**config.mk**
```make
export PLATFORM = sky130hd
export DESIGN_NAME = src_streamer_top
export DESIGN_NICKNAME = d
export VERILOG_FILES = /design/src/src_stream_pkg.sv /design/src/src_fifo.sv /design/src/src_pattern_gen.sv /design/src/src_bias_skip.sv /design/src/src_mem_issue.sv /design/src/src_realign.sv /design/src/src_ctrl_fsm.sv /design/src/src_streamer_top.sv
export SDC_FILE = /design/constraint.sdc
export NUM_CORES = 1
export LEC_CHECK = 0
export BUFFER_PORTS_ARGS = -buffer_cell sky130_fd_sc_hd__buf_2
export CORE_MARGIN = 3
export CORE_UTILIZATION = 59
export CTS_CLUSTER_SIZE = 28
export DETAILED_ROUTE_END_ITERATION = 6
export PLACE_DENSITY = 0.83
export SLEW_MARGIN = 20
export SYNTH_ARGS = -nofsm -noshare
export SYNTH_HDL_FRONTEND = slang
export SYNTH_HIERARCHICAL = 1
export SYNTH_SLANG_ARGS = --single-unit
```
**constraint.sdc**
```tcl
create_clock -name clk_i -period 6.2 [get_ports clk_i]
set_clock_uncertainty 0.2 [all_clocks]
set_input_delay 0.62 -clock clk_i [delete_from_list [all_inputs] [get_ports clk_i]]
set_output_delay 0.62 -clock clk_i [all_outputs]
set_load 0.05 [all_outputs]
```
**src/src_stream_pkg.sv**
```systemverilog
package src_stream_pkg;

  localparam int unsigned ADDR_W          = 32; // byte address
  localparam int unsigned STREAM_DW       = 32; // output stream default
  localparam int unsigned MEM_DW_EXTRA    = 32; // extra memory bits for misaligned loads
  localparam int unsigned CNT_W           = 16; // length and element counters
  localparam int unsigned OFS_W           = 2;  // byte offset in a 32-bit word
  localparam int unsigned DEFAULT_CREDITS = 4;  // outstanding loads

  // streamer control states
  typedef enum logic [1:0] {
    ST_IDLE    = 2'd0, // waiting for start
    ST_WORKING = 2'd1, // generator running
    ST_DRAIN   = 2'd2  // waiting for the last beats
  } streamer_state_e;

endpackage

```
**src/src_fifo.sv**
```systemverilog
`timescale 1ns/100ps

module src_fifo #(
  parameter int unsigned DEPTH     = 2,
  parameter type         payload_t = logic [31:0]
) (
  input  logic     clk_i,
  input  logic     rst_ni,
  input  logic     push_valid_i,
  input  payload_t push_data_i,
  output logic     push_ready_o,
  output logic     pop_valid_o,
  output payload_t pop_data_o,
  input  logic     pop_ready_i,
  output logic     empty_o
);

  localparam int unsigned PTR_W  = (DEPTH > 1) ? $clog2(DEPTH) : 1;
  localparam int unsigned FILL_W = $clog2(DEPTH + 1);

  payload_t          mem_q [DEPTH]; // circular storage
  logic [PTR_W-1:0]  wr_ptr_q;
  logic [PTR_W-1:0]  rd_ptr_q;
  logic [FILL_W-1:0] fill_q;        // entries in use
  logic              push;
  logic              pop;

  assign empty_o      = (fill_q == '0);
  assign push_ready_o = (fill_q != FILL_W'(DEPTH)); // not full
  assign pop_valid_o  = ~empty_o;
  assign pop_data_o   = mem_q[rd_ptr_q];             // head entry
  assign push         = push_valid_i & push_ready_o;
  assign pop          = pop_valid_o & pop_ready_i;

  always_ff @(posedge clk_i or negedge rst_ni) begin
    if (!rst_ni) begin
      wr_ptr_q <= '0;
      rd_ptr_q <= '0;
      fill_q   <= '0;
    end else begin
      if (push) begin
        wr_ptr_q <= (wr_ptr_q == PTR_W'(DEPTH - 1)) ? '0 : wr_ptr_q + 1'b1; // wrap at depth
      end
      if (pop) begin
        rd_ptr_q <= (rd_ptr_q == PTR_W'(DEPTH - 1)) ? '0 : rd_ptr_q + 1'b1;
      end
      fill_q <= fill_q + FILL_W'(push) - FILL_W'(pop); // push and pop may coincide
    end
  end

  always_ff @(posedge clk_i) begin
    if (push) begin
      mem_q[wr_ptr_q] <= push_data_i;
    end
  end

endmodule

```
**src/src_pattern_gen.sv**
```systemverilog
`timescale 1ns/100ps

module src_pattern_gen #(
  parameter int unsigned CNT_W = src_stream_pkg::CNT_W
) (
  input  logic                              clk_i,
  input  logic                              rst_ni,
  input  logic                              run_i,
  input  logic                              start_i,
  input  logic [src_stream_pkg::ADDR_W-1:0] base_addr_i,
  input  logic [CNT_W-1:0]                  tot_len_i,
  input  logic [CNT_W-1:0]                  d0_len_i,
  input  logic [src_stream_pkg::ADDR_W-1:0] d0_stride_i,
  input  logic [src_stream_pkg::ADDR_W-1:0] d1_stride_i,
  output logic                              off_valid_o,
  output logic [src_stream_pkg::ADDR_W-1:0] off_data_o,
  input  logic                              off_ready_i,
  output logic                              gen_done_o
);

  localparam int unsigned AW = src_stream_pkg::ADDR_W;

  logic             active_q;    // elements left in this job
  logic [CNT_W-1:0] elem_q;      // elements issued so far
  logic [CNT_W-1:0] idx_q;       // inner index
  logic [CNT_W-1:0] tot_len_q;
  logic [CNT_W-1:0] d0_len_q;
  logic [AW-1:0]    d0_stride_q;
  logic [AW-1:0]    d1_stride_q;
  logic [AW-1:0]    outer_q;     // base plus outer index times d1 stride
  logic [AW-1:0]    inner_q;     // inner index times d0 stride
  logic             load;
  logic             fire;
  logic             wrap;
  logic             last_elem;

  assign load        = start_i & ~active_q;
  assign off_valid_o = run_i & active_q;
  assign off_data_o  = outer_q + inner_q;
  assign fire        = off_valid_o & off_ready_i;
  assign wrap        = (idx_q == d0_len_q - 1'b1);  // end of inner run
  assign last_elem   = (elem_q == tot_len_q - 1'b1);
  assign gen_done_o  = fire & last_elem;            // last offset taken

  always_ff @(posedge clk_i or negedge rst_ni) begin
    if (!rst_ni) begin
      active_q <= 1'b0;
      elem_q   <= '0;
      idx_q    <= '0;
    end else if (load) begin
      active_q <= 1'b1;
      elem_q   <= '0;
      idx_q    <= '0;
    end else if (fire) begin
      active_q <= ~last_elem;
      elem_q   <= elem_q + 1'b1;
      idx_q    <= wrap ? '0 : idx_q + 1'b1;
    end
  end

  // config sampled at start, address accumulators
  always_ff @(posedge clk_i) begin
    if (load) begin
      tot_len_q   <= tot_len_i;
      d0_len_q    <= d0_len_i;
      d0_stride_q <= d0_stride_i;
      d1_stride_q <= d1_stride_i;
      outer_q     <= base_addr_i;
      inner_q     <= '0;
    end else if (fire) begin
      if (wrap) begin
        inner_q <= '0;
        outer_q <= outer_q + d1_stride_q; // next outer row
      end else begin
        inner_q <= inner_q + d0_stride_q;
      end
    end
  end

  a_d0_len_nonzero : assert property (@(posedge clk_i) disable iff (!rst_ni)
    load |-> (d0_len_i != '0))
    else $error("inner length is zero at start");

endmodule

```
**src/src_bias_skip.sv**
```systemverilog
`timescale 1ns/100ps

module src_bias_skip #(
  parameter int unsigned CNT_W = src_stream_pkg::CNT_W
) (
  input  logic                              clk_i,
  input  logic                              rst_ni,
  input  logic                              cnt_clr_i,
  input  logic                              ignore_bias_i,
  input  logic                              ignore_skip_i,
  input  logic                              off_valid_i,
  input  logic [src_stream_pkg::ADDR_W-1:0] off_data_i,
  output logic                              off_ready_o,
  input  logic                              bias_valid_i,
  input  logic [src_stream_pkg::ADDR_W-1:0] bias_data_i,
  output logic                              bias_ready_o,
  input  logic                              skip_valid_i,
  input  logic                              skip_data_i,
  output logic                              skip_ready_o,
  output logic                              addr_valid_o,
  output logic [src_stream_pkg::ADDR_W-1:0] addr_data_o,
  input  logic                              addr_ready_i,
  output logic [CNT_W-1:0]                  skip_count_o
);

  logic have_bias;  // bias present or not needed
  logic have_skip;  // skip flag present or not needed
  logic skip_flag;  // element to be dropped
  logic take;       // downstream can absorb this element
  logic skip_pulse;
  logic [CNT_W-1:0] skip_cnt_q;

  assign have_bias = bias_valid_i | ignore_bias_i;
  assign have_skip = skip_valid_i | ignore_skip_i;
  assign skip_flag = ~ignore_skip_i & skip_data_i;
  assign take      = skip_flag | addr_ready_i; // a skip needs no room

  assign addr_valid_o = off_valid_i & have_bias & have_skip & ~skip_flag;
  assign addr_data_o  = ignore_bias_i ? off_data_i : off_data_i + bias_data_i;
  assign off_ready_o  = have_bias & have_skip & take;
  assign bias_ready_o = ~ignore_bias_i & off_valid_i & have_skip & take; // consumed in lockstep
  assign skip_ready_o = ~ignore_skip_i & off_valid_i & have_bias & take;
  assign skip_pulse   = off_valid_i & have_bias & have_skip & skip_flag;
  assign skip_count_o = skip_cnt_q;

  always_ff @(posedge clk_i or negedge rst_ni) begin
    if (!rst_ni) begin
      skip_cnt_q <= '0;
    end else if (cnt_clr_i) begin
      skip_cnt_q <= '0;                 // cleared at job end
    end else if (skip_pulse) begin
      skip_cnt_q <= skip_cnt_q + 1'b1;
    end
  end

  // a pending bias value stays put until the element takes it
  a_bias_held : assert property (@(posedge clk_i) disable iff (!rst_ni)
    (bias_valid_i & ~bias_ready_o) |=> (bias_valid_i & $stable(bias_data_i)))
    else $error("bias valid dropped or data changed before it was taken");

endmodule

```
**src/src_mem_issue.sv**
```systemverilog
`timescale 1ns/100ps

module src_mem_issue #(
  parameter int unsigned CREDITS         = src_stream_pkg::DEFAULT_CREDITS,
  parameter int unsigned ADDR_FIFO_DEPTH = 2
) (
  input  logic                              clk_i,
  input  logic                              rst_ni,
  input  logic                              addr_valid_i,
  input  logic [src_stream_pkg::ADDR_W-1:0] addr_data_i,
  output logic                              addr_ready_o,
  output logic                              addr_empty_o,
  output logic                              mem_req_o,
  output logic [src_stream_pkg::ADDR_W-1:0] mem_addr_o,
  input  logic                              mem_gnt_i,
  output logic                              grant_ofs_valid_o,
  output logic [src_stream_pkg::OFS_W-1:0]  grant_ofs_o,
  input  logic                              credit_ret_i
);

  localparam int unsigned AW   = src_stream_pkg::ADDR_W;
  localparam int unsigned OW   = src_stream_pkg::OFS_W;
  localparam int unsigned CR_W = $clog2(CREDITS + 1);

  logic            head_valid;  // address waiting for issue
  logic [AW-1:0]   head_addr;
  logic            grant;
  logic [CR_W-1:0] credit_q;    // loads that may still be issued

  src_fifo #(
    .DEPTH     ( ADDR_FIFO_DEPTH ),
    .payload_t ( logic [AW-1:0]  )
  ) i_addr_fifo (
    .clk_i        ( clk_i        ),
    .rst_ni       ( rst_ni       ),
    .push_valid_i ( addr_valid_i ),
    .push_data_i  ( addr_data_i  ),
    .push_ready_o ( addr_ready_o ),
    .pop_valid_o  ( head_valid   ),
    .pop_data_o   ( head_addr    ),
    .pop_ready_i  ( grant        ),
    .empty_o      ( addr_empty_o )
  );

  assign mem_req_o         = head_valid & (credit_q != '0);   // held until granted
  assign mem_addr_o        = {head_addr[AW-1:OW], {OW{1'b0}}}; // word aligned
  assign grant             = mem_req_o & mem_gnt_i;
  assign grant_ofs_valid_o = grant;
  assign grant_ofs_o       = head_addr[OW-1:0]; // byte lane for realign

  always_ff @(posedge clk_i or negedge rst_ni) begin
    if (!rst_ni) begin
      credit_q <= CR_W'(CREDITS);
    end else begin
      credit_q <= credit_q + CR_W'(credit_ret_i) - CR_W'(grant); // spend on grant, refill per beat
    end
  end

  a_credit_bound : assert property (@(posedge clk_i) disable iff (!rst_ni)
    credit_q <= CR_W'(CREDITS))
    else $error("credit count above the limit");

endmodule

```
**src/src_realign.sv**
```systemverilog
`timescale 1ns/100ps

module src_realign #(
  parameter int unsigned STREAM_DW = src_stream_pkg::STREAM_DW,
  parameter int unsigned CREDITS   = src_stream_pkg::DEFAULT_CREDITS,
  parameter int unsigned CNT_W     = src_stream_pkg::CNT_W
) (
  input  logic                                                clk_i,
  input  logic                                                rst_ni,
  input  logic                                                cnt_clr_i,
  input  logic                                                grant_ofs_valid_i,
  input  logic [src_stream_pkg::OFS_W-1:0]                    grant_ofs_i,
  input  logic                                                mem_r_valid_i,
  input  logic [STREAM_DW+src_stream_pkg::MEM_DW_EXTRA-1:0]   mem_r_data_i,
  output logic                                                mem_r_ready_o,
  output logic                                                stream_valid_o,
  output logic [STREAM_DW-1:0]                                stream_data_o,
  input  logic                                                stream_ready_i,
  output logic                                                credit_ret_o,
  output logic [CNT_W-1:0]                                    beat_count_o
);

  localparam int unsigned OW = src_stream_pkg::OFS_W;

  logic             ofs_push_ready; // room for the granted offset
  logic             ofs_valid;      // oldest outstanding offset present
  logic [OW-1:0]    ofs_head;
  logic             beat;
  logic [CNT_W-1:0] beat_cnt_q;

  src_fifo #(
    .DEPTH     ( CREDITS        ),
    .payload_t ( logic [OW-1:0] )
  ) i_ofs_fifo (
    .clk_i        ( clk_i             ),
    .rst_ni       ( rst_ni            ),
    .push_valid_i ( grant_ofs_valid_i ),
    .push_data_i  ( grant_ofs_i       ),
    .push_ready_o ( ofs_push_ready    ),
    .pop_valid_o  ( ofs_valid         ),
    .pop_data_o   ( ofs_head          ),
    .pop_ready_i  ( beat              ),
    .empty_o      (                   )
  );

  assign mem_r_ready_o  = stream_ready_i; // memory holds data until taken
  assign stream_valid_o = mem_r_valid_i;
  assign stream_data_o  = mem_r_data_i[{ofs_head, 3'b000} +: STREAM_DW]; // byte shift
  assign beat           = mem_r_valid_i & stream_ready_i;
  assign credit_ret_o   = beat;
  assign beat_count_o   = beat_cnt_q;

  always_ff @(posedge clk_i or negedge rst_ni) begin
    if (!rst_ni) begin
      beat_cnt_q <= '0;
    end else if (cnt_clr_i) begin
      beat_cnt_q <= '0;
    end else if (beat) begin
      beat_cnt_q <= beat_cnt_q + 1'b1;
    end
  end

  a_resp_has_ofs : assert property (@(posedge clk_i) disable iff (!rst_ni)
    mem_r_valid_i |-> ofs_valid)
    else $error("response without an outstanding offset");

  // credits in mem_issue bound the loads in flight
  a_ofs_no_overflow : assert property (@(posedge clk_i) disable iff (!rst_ni)
    grant_ofs_valid_i |-> ofs_push_ready)
    else $error("offset FIFO overflow");

endmodule

```
**src/src_ctrl_fsm.sv**
```systemverilog
`timescale 1ns/100ps

module src_ctrl_fsm #(
  parameter int unsigned CNT_W = src_stream_pkg::CNT_W
) (
  input  logic             clk_i,
  input  logic             rst_ni,
  input  logic             start_i,
  input  logic [CNT_W-1:0] tot_len_i,
  input  logic             gen_done_i,
  input  logic             addr_empty_i,
  input  logic [CNT_W-1:0] skip_count_i,
  input  logic [CNT_W-1:0] beat_count_i,
  output logic             run_o,
  output logic             cnt_clr_o,
  output logic             ready_start_o,
  output logic             done_o
);

  src_stream_pkg::streamer_state_e state_q;
  src_stream_pkg::streamer_state_e state_d;
  logic                            drained; // every element streamed or skipped

  assign drained = addr_empty_i & ((beat_count_i + skip_count_i) == tot_len_i);

  always_comb begin
    state_d = state_q;
    done_o  = 1'b0;
    case (state_q)
      src_stream_pkg::ST_IDLE: begin
        if (start_i) begin
          state_d = src_stream_pkg::ST_WORKING;
        end
      end
      src_stream_pkg::ST_WORKING: begin
        if (gen_done_i) begin
          state_d = src_stream_pkg::ST_DRAIN; // last offset taken
        end
      end
      src_stream_pkg::ST_DRAIN: begin
        if (drained) begin
          state_d = src_stream_pkg::ST_IDLE;
          done_o  = 1'b1;                     // one cycle before idle
        end
      end
      default: state_d = src_stream_pkg::ST_IDLE;
    endcase
  end

  assign run_o         = (state_q == src_stream_pkg::ST_WORKING);
  assign ready_start_o = (state_q == src_stream_pkg::ST_IDLE);
  assign cnt_clr_o     = done_o; // counters restart for the next job

  always_ff @(posedge clk_i or negedge rst_ni) begin
    if (!rst_ni) begin
      state_q <= src_stream_pkg::ST_IDLE;
    end else begin
      state_q <= state_d;
    end
  end

endmodule

```
**src/src_streamer_top.sv**
```systemverilog
`timescale 1ns/100ps

module src_streamer_top #(
  parameter int unsigned STREAM_DW       = src_stream_pkg::STREAM_DW,
  parameter int unsigned CNT_W           = src_stream_pkg::CNT_W,
  parameter int unsigned CREDITS         = src_stream_pkg::DEFAULT_CREDITS,
  parameter int unsigned ADDR_FIFO_DEPTH = 2
) (
  input  logic                                              clk_i,
  input  logic                                              rst_ni,
  input  logic                                              start_i,
  input  logic [src_stream_pkg::ADDR_W-1:0]                 base_addr_i,
  input  logic [CNT_W-1:0]                                  tot_len_i,
  input  logic [CNT_W-1:0]                                  d0_len_i,
  input  logic [src_stream_pkg::ADDR_W-1:0]                 d0_stride_i,
  input  logic [src_stream_pkg::ADDR_W-1:0]                 d1_stride_i,
  input  logic                                              ignore_bias_i,
  input  logic                                              ignore_skip_i,
  output logic                                              ready_start_o,
  output logic                                              done_o,
  input  logic                                              bias_valid_i,
  input  logic [src_stream_pkg::ADDR_W-1:0]                 bias_data_i,
  output logic                                              bias_ready_o,
  input  logic                                              skip_valid_i,
  input  logic                                              skip_data_i,
  output logic                                              skip_ready_o,
  output logic                                              stream_valid_o,
  output logic [STREAM_DW-1:0]                              stream_data_o,
  input  logic                                              stream_ready_i,
  output logic                                              mem_req_o,
  output logic [src_stream_pkg::ADDR_W-1:0]                 mem_addr_o,
  input  logic                                              mem_gnt_i,
  input  logic                                              mem_r_valid_i,
  input  logic [STREAM_DW+src_stream_pkg::MEM_DW_EXTRA-1:0] mem_r_data_i,
  output logic                                              mem_r_ready_o
);

  localparam int unsigned AW = src_stream_pkg::ADDR_W;

  logic                              start_go;    // start accepted in idle
  logic                              run;
  logic                              cnt_clr;
  logic                              off_valid;
  logic [AW-1:0]                     off_data;
  logic                              off_ready;
  logic                              gen_done;
  logic                              addr_valid;
  logic [AW-1:0]                     addr_data;
  logic                              addr_ready;
  logic                              addr_empty;
  logic                              grant_ofs_valid;
  logic [src_stream_pkg::OFS_W-1:0]  grant_ofs;
  logic                              credit_ret;
  logic [CNT_W-1:0]                  skip_count;
  logic [CNT_W-1:0]                  beat_count;

  assign start_go = start_i & ready_start_o;

  src_pattern_gen #(.CNT_W(CNT_W)) i_pattern_gen (
    .clk_i, .rst_ni, .run_i(run), .start_i(start_go), .base_addr_i, .tot_len_i,
    .d0_len_i, .d0_stride_i, .d1_stride_i, .off_valid_o(off_valid),
    .off_data_o(off_data), .off_ready_i(off_ready), .gen_done_o(gen_done)
  );

  src_bias_skip #(.CNT_W(CNT_W)) i_bias_skip (
    .clk_i, .rst_ni, .cnt_clr_i(cnt_clr), .ignore_bias_i, .ignore_skip_i,
    .off_valid_i(off_valid), .off_data_i(off_data), .off_ready_o(off_ready),
    .bias_valid_i, .bias_data_i, .bias_ready_o, .skip_valid_i, .skip_data_i, .skip_ready_o,
    .addr_valid_o(addr_valid), .addr_data_o(addr_data), .addr_ready_i(addr_ready),
    .skip_count_o(skip_count)
  );

  src_mem_issue #(.CREDITS(CREDITS), .ADDR_FIFO_DEPTH(ADDR_FIFO_DEPTH)) i_mem_issue (
    .clk_i, .rst_ni, .addr_valid_i(addr_valid), .addr_data_i(addr_data),
    .addr_ready_o(addr_ready), .addr_empty_o(addr_empty), .mem_req_o, .mem_addr_o,
    .mem_gnt_i, .grant_ofs_valid_o(grant_ofs_valid), .grant_ofs_o(grant_ofs),
    .credit_ret_i(credit_ret)
  );

  src_realign #(.STREAM_DW(STREAM_DW), .CREDITS(CREDITS), .CNT_W(CNT_W)) i_realign (
    .clk_i, .rst_ni, .cnt_clr_i(cnt_clr), .grant_ofs_valid_i(grant_ofs_valid),
    .grant_ofs_i(grant_ofs), .mem_r_valid_i, .mem_r_data_i, .mem_r_ready_o,
    .stream_valid_o, .stream_data_o, .stream_ready_i, .credit_ret_o(credit_ret),
    .beat_count_o(beat_count)
  );

  src_ctrl_fsm #(.CNT_W(CNT_W)) i_ctrl_fsm (
    .clk_i, .rst_ni, .start_i, .tot_len_i, .gen_done_i(gen_done),
    .addr_empty_i(addr_empty), .skip_count_i(skip_count), .beat_count_i(beat_count),
    .run_o(run), .cnt_clr_o(cnt_clr), .ready_start_o, .done_o
  );

endmodule

```
==> impl_results.md, run 1 <==
- Clk pin slew, worst setup/hold paths: roughly 0.06 ns
- Minimum clock period: about 5.6 ns
- Max cap viols: 0
- Max frequency: ~180 MHz
- DR pass1 iterations: 5
- Setup tns final: 0 ns
- Drt wl/cell: 19.0 µm
- P&R area growth vs syn: 13.4%
- Post-CTS setup buffer count: 0
- Initial core utilization: 0.604
- GRT Util Overall: 0.273
- Power per Cell Area: between 400 and 500 mW/mm²
- Crit. End Element: flop
- Static leakage: ~0.010 µW
- Clock network latency to the later pin of the worst-skew pair: about 0.52 ns
- Post-DP Area: approximately 0.023 mm²
- Slowest CP cell: fa_1
- Grt total ovfl: 0
- GPL Wtd Cong: slightly above 0.9
- DR vias: about 18000
- Slew Viols, Final: 0
- CTS tree: yes
- Fin util: 0.685
- Critical Path AT: between 5 and 6 ns
- Yosys warnings: 6
- CTS root buf: clkbuf_16
- Antenna violations before repair: 6
- Critical path class: reg2reg
- Top delay family on crit path: compound AO/OA/AOI/OAI gates
- Fin nets: between 2000 and 3000
- Dpl hpwl: around 42000 µm
- WP data required: roughly 6.3 ns
- Largest net degree at the start of global routing: a little over 90
- I/O Pins: 306
- Avg Inst Size Synth: 10.1 µm²
- Residual DRC: 0
- Max-slew headroom: 0.272
- Layout Cells excl Fill: 2905
- Min setup slack post-route: 0.603 ns
- Core Rows: between 60 and 70
- Hold Violations, Final: 0
- Worst Max-Slew Pin Slew: ~1.1 ns
- Netlist Area Pre-Place: 0.0217 mm²
- RSZ-0062 raised after global routing: no
- Num CTS Buffers: 34
- DR vias/cell: between 6 and 7
- Critical path fanouts, max: 5
- ANT nets after route: 0
- First DRT Iteration DRCs: 1831
- Clk buf depth: 3
- H-tree Lvls: 2
- Mapped Cells: between 2000 and 2500
- IO Port Bufs: approximately 300
- Cell Chain, Critical Path: ha_1 > inv_1 > fa_1 > nor2b_1 > o31a_1 > o21ai_0 > a21boi_0 > o21ai_0 > o31ai_1 > a21o_1 > a21oi_1 > xnor2_1 > ha_1 > a21oi_1 > o21ai_1 > a21o_1 > a221o_1 > a31oi_1 > nand4_1 > o211a_1
- Vias in the first global route: approximately 17000
- Dpl ws: 0.772 ns
- VDD IR-drop max: roughly 0.00021 V
- Buffer and inverter count on the worst path: 1
- Total die area: a little under 0.04 mm²
- Chip height: just under 200 µm
- Clk sink count: approximately 310
- Core area: about 0.036 mm²
- Status: completed
- Die X-Extent: ~200 µm
- CP max stage delay: about 0.44 ns
- Total Wirelength: between 50000 and 60000 µm
- Hold Path Class: in2reg
- Layout cell share with drive strength beyond 1: 0.197
- Placed insts: between 2000 and 3000
- First-pass GRT wire length: slightly below 90000 µm
- Final instance area: roughly 0.025 mm²
- Final setup fails: 0
- Setup crit start kind: flop
- Part of the cycle the worst path needs: 0.903
final timing paths:
check,startpoint,cells after the start,slack (ns),end
hold reg to reg,i_pattern_gen/inner_q[27],2,0.28,i_pattern_gen/inner_q[27]
min in group asynchronous,rst_ni,2,0.27,i_mem_issue/credit_q[1]
max in group asynchronous,rst_ni,3,4.36,i_mem_issue/i_addr_fifo/rd_ptr_q
setup / recovery,i_pattern_gen/outer_q[0],20,0.60,i_mem_issue/i_addr_fifo/mem_q[1][29]
hold / removal,d1_stride_i[29],1,0.07,i_pattern_gen/d1_stride_q[29]
setup reg to reg,i_pattern_gen/outer_q[0],20,0.60,i_mem_issue/i_addr_fifo/mem_q[1][29]
stage by stage:
step,power (µW),hold WS (ns)
2_1_floorplan,8720,0.124
3_3_place_gp,9930,0.247
3_5_place_dp,10200,0.246
4_1_cts,12200,0.0475
5_1_grt,13000,0.0524
6_report,12200,0.0746
final cells by class:
type | instances | area (µm²)
diodes | 2 | 5.00
clock buffers | 46 | 957
clock inverters | 15 | 159
fillers | 2708 | 11300
inverters | 68 | 258
multi-input cells | 1693 | 12400
flip-flops and latches | 313 | 8680
well taps | 461 | 577
repair buffers | 307 | 1570
metal layers:
layer / GRT usage / part of all wire / up-vias
li1: - / - / 8561
met1: 0.381 / 0.44 / 8371
met2: 0.444 / 0.46 / 693
met3: 0.0441 / 0.079 / 90
met4: 0.0815 / 0.026 / 2
met5: 0 / 0.00024 / -
timing repair:
item                                   4_1_cts  5_1_grt
endpoints found under the hold margin        7        0
setup endpoints to repair                    0        0
gates resized for setup                      0        0
hold buffers                                 1        0
state kept, by name, indices dropped and copies added (netlist names), 8 cells and up:
| register | count |
|---|---|
| i_pattern_gen/d0_len_q | 16 |
| i_pattern_gen/inner_q | 32 |
| i_pattern_gen/d1_stride_q | 32 |
| i_pattern_gen/idx_q | 16 |
| i_pattern_gen/outer_q | 32 |
| i_bias_skip/skip_count_o | 16 |
| i_pattern_gen/d0_stride_q | 32 |
| i_pattern_gen/tot_len_q | 16 |
| i_pattern_gen/elem_q | 16 |
| i_mem_issue/i_addr_fifo/mem_q | 64 |
| i_realign/beat_count_o | 16 |
| i_realign/i_ofs_fifo/mem_q | 8 |
report_power, final:
group | total (µW) | internal, µW | switching, µW
sequential | 3220 | 2850 | 377
combinational | 6980 | 2710 | 4270
clock | 2020 | 1210 | 808
layout by cell type (no fill, tap or decap), types with 13 or more instances in the layout:
master,count
nand2b_1,18
o31ai_1,13
nor2_1,155
inv_1,67
mux2_4,31
nand4_1,33
xor2_1,91
or3_1,17
o21bai_1,21
a21oi_1,159
o21ai_0,129
and2_1,14
o21a_1,27
xnor2_1,112
nand3_1,51
clkbuf_16,35
nor4_1,19
buf_2,294
a31oi_1,17
mux4_2,34
a21o_1,54
dfxtp_1,32
nor3_1,33
a211oi_1,18
mux2i_1,17
ha_1,156
o21ai_1,20
edfxtp_1,200
dfrtp_1,79
and3_1,36
nand2_1,191
nor2b_1,28
No activity file was read; power rests on OpenSTA's default activity.
==> run 2, diff against run 1 <==
Settings changed: ABC_AREA set to 1, CORE_UTILIZATION 59 to 60.
==> impl_results.md, run 2 <==
- Hold EP: i_pattern_gen/d0_stride_q[20]
- WP data required: 5.38 ns (-0.88 ns)
- Fillers: 3501 (+29%)
- I/O Pins: 306 (unchanged)
- DR pass1 iterations: 7 (+2)
- Status: completed
- R2R cell count: 16 (-20%)
- GRT met3 Usage: 0.0441 (+0.0000674)
- P&R area growth vs syn: 12.4%
- Hold Startpoint: d0_stride_i[20]
- Register area: 0.00867 mm² (about the same)
- Power per Cell Area: 185 mW/mm² (-63%)
- Hold Path Class: in2reg
- Total die area: 0.0437 mm² (+12%)
- Top Usage Layer GRT: met2
- Top reg by flops: i_mem_issue/i_addr_fifo/mem_q
- Drt wl/cell: 15.3 µm (-20%)
- Core area: 0.0402 mm² (+12%)
- Reg-to-reg startpoint: i_pattern_gen/outer_q[11]
- Fin nets: 4139 (+47%)
- Yosys warnings: 6 (unchanged)
- Die X-Extent: 209 µm (+5.7%)
- Slowest CP cell: fa_1
- CP max stage delay: 0.45 ns (about the same)
- Critical Path AT: 3.47 ns (-2.19 ns)
- Max cap viols: 0 (unchanged)
- CTS tree: yes
- Antenna violations before repair: 4 (-2)
- Worst R2R End: i_mem_issue/i_addr_fifo/mem_q[1][30]
- Layout cell share with drive strength beyond 1: 0.130 (-0.0670)
- Core Rows: 73 (+5.8%)
- Setup crit start kind: flop
- M1 GR Usage: 0.410 (+0.0284)
- Chip height: 209 µm (+5.7%)
- DR vias: 23400 (+32%)
- First-pass GRT wire length: 106000 µm (+23%)
- Crit. End Element: output pin
- Commonest non-fill, non-tap cell in the layout: nand2_1
- Clk pin slew, worst setup/hold paths: 0.06 ns (about the same)
- Worst Max-Slew Pin Slew: 1.07 ns (-0.0177 ns)
- Hold Violations, Final: 0 (unchanged)
- Placed insts: 4227 (+49%)
- Area of the multi-input gates: 0.0140 mm² (+12%)
- Residual DRC: 0 (unchanged)
- DR vias/cell: 5.45 (-11%)
- Cell Chain, Critical Path: ha_1 > fa_1 > xnor2_1 > xnor2_1 > nor3_1 > nand4_1 > nor2_1 > nand3_1 > nor2_1 > nand3_1 > nor2_1 > buf_4 > buf_2
- Hold depth: 1 (unchanged)
- Max reg flops: 64 (unchanged)
- GRT Util Overall: 0.296 (+0.0226)
- Vias in the first global route: 22100 (+31%)
- Critical path fanouts, max: 12 (+7)
- Fin util: 0.691 (+0.00591)
- Largest net degree at the start of global routing: 93 (unchanged)
- Total power: 5140 µW (-58%)
- Avg Inst Size Synth: 7.15 µm² (-29%)
- First DRT Iteration DRCs: 2012 (+9.9%)
- IO Port Bufs: 295 (unchanged)
- Highest-count cells in the layout ignoring fill and taps: nand2_1, inv_1, buf_2
- Dpl hpwl: 51200 µm (+21%)
- Post-CTS setup buffer count: 0 (unchanged)
- Clk sink count: 313 (unchanged)
- Critical path class: reg2out
- Max frequency: 233 MHz (+30%)
- Clock network latency to the later pin of the worst-skew pair: 0.56 ns (+0.04 ns)
- GPL Wtd Cong: 0.962 (+3.5%)
- Grt met2 use: 0.477 (+0.0337)
- Max-slew headroom: 0.283 (+0.0110)
- Final setup fails: 0 (unchanged)
- Clk buf depth: 3 (unchanged)
- ANT nets after route: 0 (unchanged)
- Part of the cycle the worst path needs: 0.692 (-0.210)
- Setup tns final: 0 ns (unchanged)
- Netlist Area Pre-Place: 0.0247 mm² (+14%)
- Num CTS Buffers: 36 (+5.9%)
- Minimum clock period: 4.29 ns (-1.30 ns)
- Static leakage: 0.0140 µW (+35%)
- Slew Viols, Final: 0 (unchanged)
- Total Wirelength: 65600 µm (+19%)
- VDD IR-drop max: 0.000256 V (+23%)
- Layout Cells excl Fill: 4298 (+48%)
- Most common cell on crit path: nor2_1
- CTS root buf: clkbuf_16
- RSZ-0062 raised after global routing: no
- Worst hold slack: 0.0368 ns (-0.0378 ns)
- R2r setup slk: 1.98 ns (+1.38 ns)
- Grt total ovfl: 0 (unchanged)
- H-tree Lvls: 2 (unchanged)
- Mapped Cells: 3459 (+61%)
- Initial core utilization: 0.615 (+0.0108)
[run 2: routing by layer]
| layer | part of all wire | up-vias |
|---|---|---|
| met5 | 0 | - |
| met4 | 0.030 | 0 |
| met3 | 0.091 | 134 |
| met2 | 0.45 | 894 |
| met1 | 0.43 | 10600 |
| li1 | - | 11800 |
[run 2: worst max-delay path by stage]
stage	start	end	slack, ns	cells after the start
2_1_floorplan	i_ctrl_fsm/state_q[1]	i_pattern_gen/d0_len_q[0]	0.96	7
3_3_place_gp	ignore_bias_i	i_pattern_gen/elem_q[14]	2.05	12
3_5_place_dp	ignore_bias_i	i_pattern_gen/elem_q[14]	1.94	12
4_1_cts	i_bias_skip/skip_count_o[0]	done_o	1.90	13
5_1_grt	i_bias_skip/skip_count_o[0]	done_o	1.63	15
6_report	i_bias_skip/skip_count_o[0]	done_o	1.91	13
[run 2: power breakdown]
part	switching (µW)	internal (µW)
sequential	41.9	2260
clock	879	1320
combinational	399	244
total	1320	3820
[run 2: repair_timing]
item | 4_1_cts | 5_1_grt
endpoints found under the hold margin | 14 | 0
hold buffers | 1 | 0
resized for setup | 0 | 0
[run 2: critical path, delay by kind of cell, from the launching register on]
| kind | cells | cell delay, ns |
|---|---|---|
| xor+xnor | 2 | 0.33 |
| fa+ha+maj | 2 | 0.73 |
| buf+inv | 2 | 0.51 |
| flops | 1 | 0.42 |
| simple gates | 7 | 0.91 |
[run 2: per-stage QoR]
| stage | cell area (µm²) | worst slack [ns] |
|---|---|---|
| 6_report | 27800 | 1.91 |
| 5_1_grt | 27800 | 1.63 |
| 4_1_cts | 27800 | 1.90 |
| 3_5_place_dp | 26500 | 1.94 |
| 3_3_place_gp | 26500 | 2.05 |
| 2_1_floorplan | 24700 | 0.956 |
[run 2: area by class of cell]
| cell class | count | share of cell area |
|---|---|---|
| multi-input combinational | 2634 | 0.502 |
| clock inverter | 20 | 0.00869 |
| sequential | 313 | 0.312 |
| tap | 525 | 0.0236 |
| antenna | 4 | 0.000360 |
| timing repair buffer | 309 | 0.0571 |
| clock buffer | 46 | 0.0349 |
| inverter | 447 | 0.0608 |
==> run 3, diff against run 2 <==
Settings changed: CORE_UTILIZATION 60 to 54, PLACE_DENSITY 0.83 to 0.79.
Clock period 6.2 ns to 3.5 ns, I/O delays scaled along.
==> impl_results.md, run 3 (same netlist as run 2, synthesis figures left out) <==
- Setup tns final: -1.91 ns (-1.91 ns)
- Residual DRC: 0 (unchanged)
- Layout Cells excl Fill: 4719 (+9.8%)
- Minimum clock period: about 3.6 ns
- Status: finished with violations
- Total die area: 0.0484 mm² (+11%)
- Largest net degree at the start of global routing: 54 (-42%)
- First DRT Iteration DRCs: 2319 (+15%)
- Max cap viols: 0 (unchanged)
- Commonest non-fill, non-tap cell in the layout: nand2_1
- Reg-to-reg startpoint: i_pattern_gen/outer_q[19]
- Min setup slack post-route: -0.118 ns (-2.02 ns)
- First-pass GRT wire length: 117000 µm (+9.6%)
- R2R cell count: 16 (unchanged)
- Critical path class: reg2reg
- RSZ-0062 raised after global routing: yes
- CP max stage delay: 0.51 ns (+0.06 ns)
- Core area: 0.0447 mm² (+11%)
- Hold Startpoint: base_addr_i[2]
- Grt total ovfl: 0 (unchanged)
- Post-DP Area: 0.0278 mm² (+4.7%)
- R2r setup slk: -0.12 ns (-2.10 ns)
- Chip height: 220 µm (+5.3%)
- Fin nets: 4494 (+8.6%)
- Most common cell on crit path: nor2_1
- WP data required: 3.60 ns (-1.78 ns)
- Fin util: 0.734 (+0.0429)
- Hold Violations, Final: 0 (unchanged)
- Max reg flops: 64 (unchanged)
- Final setup fails: 28 (+28)
- Setup crit start kind: flop
- P&R area growth vs syn: 32.7%
- Layout cell share with drive strength beyond 1: 0.246 (+0.116)
- Drt wl/cell: 16.7 µm (+9.3%)
- Critical path fanouts, max: 4 (-8)
- Core Rows: 77 (+5.5%)
- Die X-Extent: 220 µm (+5.3%)
- Top delay family on crit path: simple AND/OR/NAND/NOR gates
- Hold EP: i_pattern_gen/outer_q[2]
- Num CTS Buffers: 35 (-2.8%)
- Top reg by flops: i_mem_issue/i_addr_fifo/mem_q
- Critical Path AT: 3.71 ns (+0.24 ns)
- Hold depth: 3 (+2)
- Crit. End Element: flop
- ANT nets after route: 0 (unchanged)
- Cell Chain, Critical Path: ha_1 > buf_4 > nand4_1 > nor2_1 > nand3_2 > nand2_2 > xor2_4 > ha_4 > nand2_2 > nor2_1 > nor2_1 > nand2_1 > a21oi_2 > nand3_1 > nand3_1 > nand2_1
- CTS root buf: clkbuf_16
- Max-slew headroom: 0.367 (+0.0841)
- GRT Util Overall: 0.301 (+0.00486)
- Clk pin slew, worst setup/hold paths: 0.06 ns (about the same)
- Max frequency: around 280 MHz
- Hold Path Class: in2reg
- Initial core utilization: 0.553 (-0.0621)
- Placed insts: 4446 (+5.2%)
- Buffer and inverter count on the worst path: 1 (-1)
- Dpl hpwl: 53900 µm (+5.2%)
- Antenna violations before repair: 3 (-1)
- H-tree Lvls: 2 (unchanged)
- Failing checks: setup timing
- Slew Viols, Final: 0 (unchanged)
- I/O Pins: 306 (unchanged)
- Worst Max-Slew Pin Slew: 0.948 ns (-0.126 ns)
- DR vias: 25700 (+9.6%)
- Clock network latency to the later pin of the worst-skew pair: 0.56 ns (about the same)
- Total Wirelength: 78700 µm (+20%)
- Clk buf depth: 3 (unchanged)
- Clk sink count: 313 (unchanged)
- DR pass1 iterations: 7 (unchanged)
- Highest-count cells in the layout ignoring fill and taps: nand2_1, inv_1, buf_2
- GPL Wtd Cong: 0.964 (+0.23%)
- IO Port Bufs: 295 (unchanged)
- Vias in the first global route: 23700 (+7.2%)
- Slowest CP cell: edfxtp_1
- Power per Cell Area: 297 mW/mm² (+60%)
- Final instance area: 0.0328 mm² (+18%)
- Static leakage: 0.0160 µW (+14%)
- Worst Setup SP: i_pattern_gen/outer_q[19]
- DR vias/cell: 5.44 (-0.15%)
- CTS tree: yes
- Part of the cycle the worst path needs: 1.03
- Worst R2R End: i_mem_issue/i_addr_fifo/mem_q[0][29]
- VDD IR-drop max: 0.000438 V (+71%)
-- run 3: repair_timing --
item | 4_1_cts | 5_1_grt
gates resized for setup | 155 | 272
pin swaps | 84 | 141
hold buffers | 130 | 0
hold endpoints to repair | 170 | 0
setup buffers | 50 | 28
cloned | 0 | 0
endpoints found under the setup margin | 47 | 71
-- run 3: how the worst max path moves through the flow --
stage,end,slack (ns),cells after the start
2_1_floorplan,i_mem_issue/i_addr_fifo/mem_q[0][27],0.10,18
3_3_place_gp,i_mem_issue/i_addr_fifo/mem_q[0][24],-0.22,18
3_5_place_dp,i_mem_issue/i_addr_fifo/mem_q[0][27],-0.31,20
4_1_cts,done_o,-0.13,15
5_1_grt,i_mem_issue/i_addr_fifo/mem_q[1][30],-0.27,20
6_report,i_mem_issue/i_addr_fifo/mem_q[0][29],-0.12,16
-- run 3: final cells by class --
type                            count  area (µm²)
Multi-Input combinational cell   2634       15900
Fill cell                        3327       11900
Sequential cell                   313        8680
Timing Repair Buffer              665        4670
Inverter                          447        1700
Clock buffer                       49         980
Tap cell                          592         741
Clock inverter                     15         153
Antenna cell                        4        10.0
-- run 3: worst register-to-register path, cell delays in order (launching register included) --
cell and delay (ns):
edfxtp_1 0.51, ha_1 0.40, buf_4 0.17, nand4_1 0.22
nor2_1 0.34, nand3_2 0.13, nand2_2 0.17, xor2_4 0.22
ha_4 0.25, nand2_2 0.12, nor2_1 0.07, nor2_1 0.11
nand2_1 0.09, a21oi_2 0.13, nand3_1 0.09, nand3_1 0.08
nand2_1 0.08
-- run 3: per-layer routing --
| metal | vias up | GRT usage | share of wire | routed length, µm |
|---|---|---|---|---|
| li1 | 12500 | - | - | - |
| met1 | 11800 | 0.393 | 0.41 | 32000 |
| met2 | 1139 | 0.506 | 0.47 | 36900 |
| met3 | 226 | 0.0483 | 0.088 | 6900 |
| met4 | 0 | 0.108 | 0.037 | 2910 |
| met5 | - | 0 | 0 | 0 |
-- run 3: through the flow --
stage	power, µW	setup WS [ns]	hold WS (ns)
5_1_grt	10100	-0.267	0.0362
3_5_place_dp	5300	-0.311	0.171
3_3_place_gp	5280	-0.220	0.175
4_1_cts	9510	-0.129	0.00337
6_report	9750	-0.118	0.0519
2_1_floorplan	4910	0.104	-0.146
-- run 3: report_power, final --
group,internal (µW),switching [µW],leakage [µW]
registers,4000,85.4,0.00308
logic,970,983,0.0123
clock network,2120,1590,0.000536
total,7090,2660,0.0160
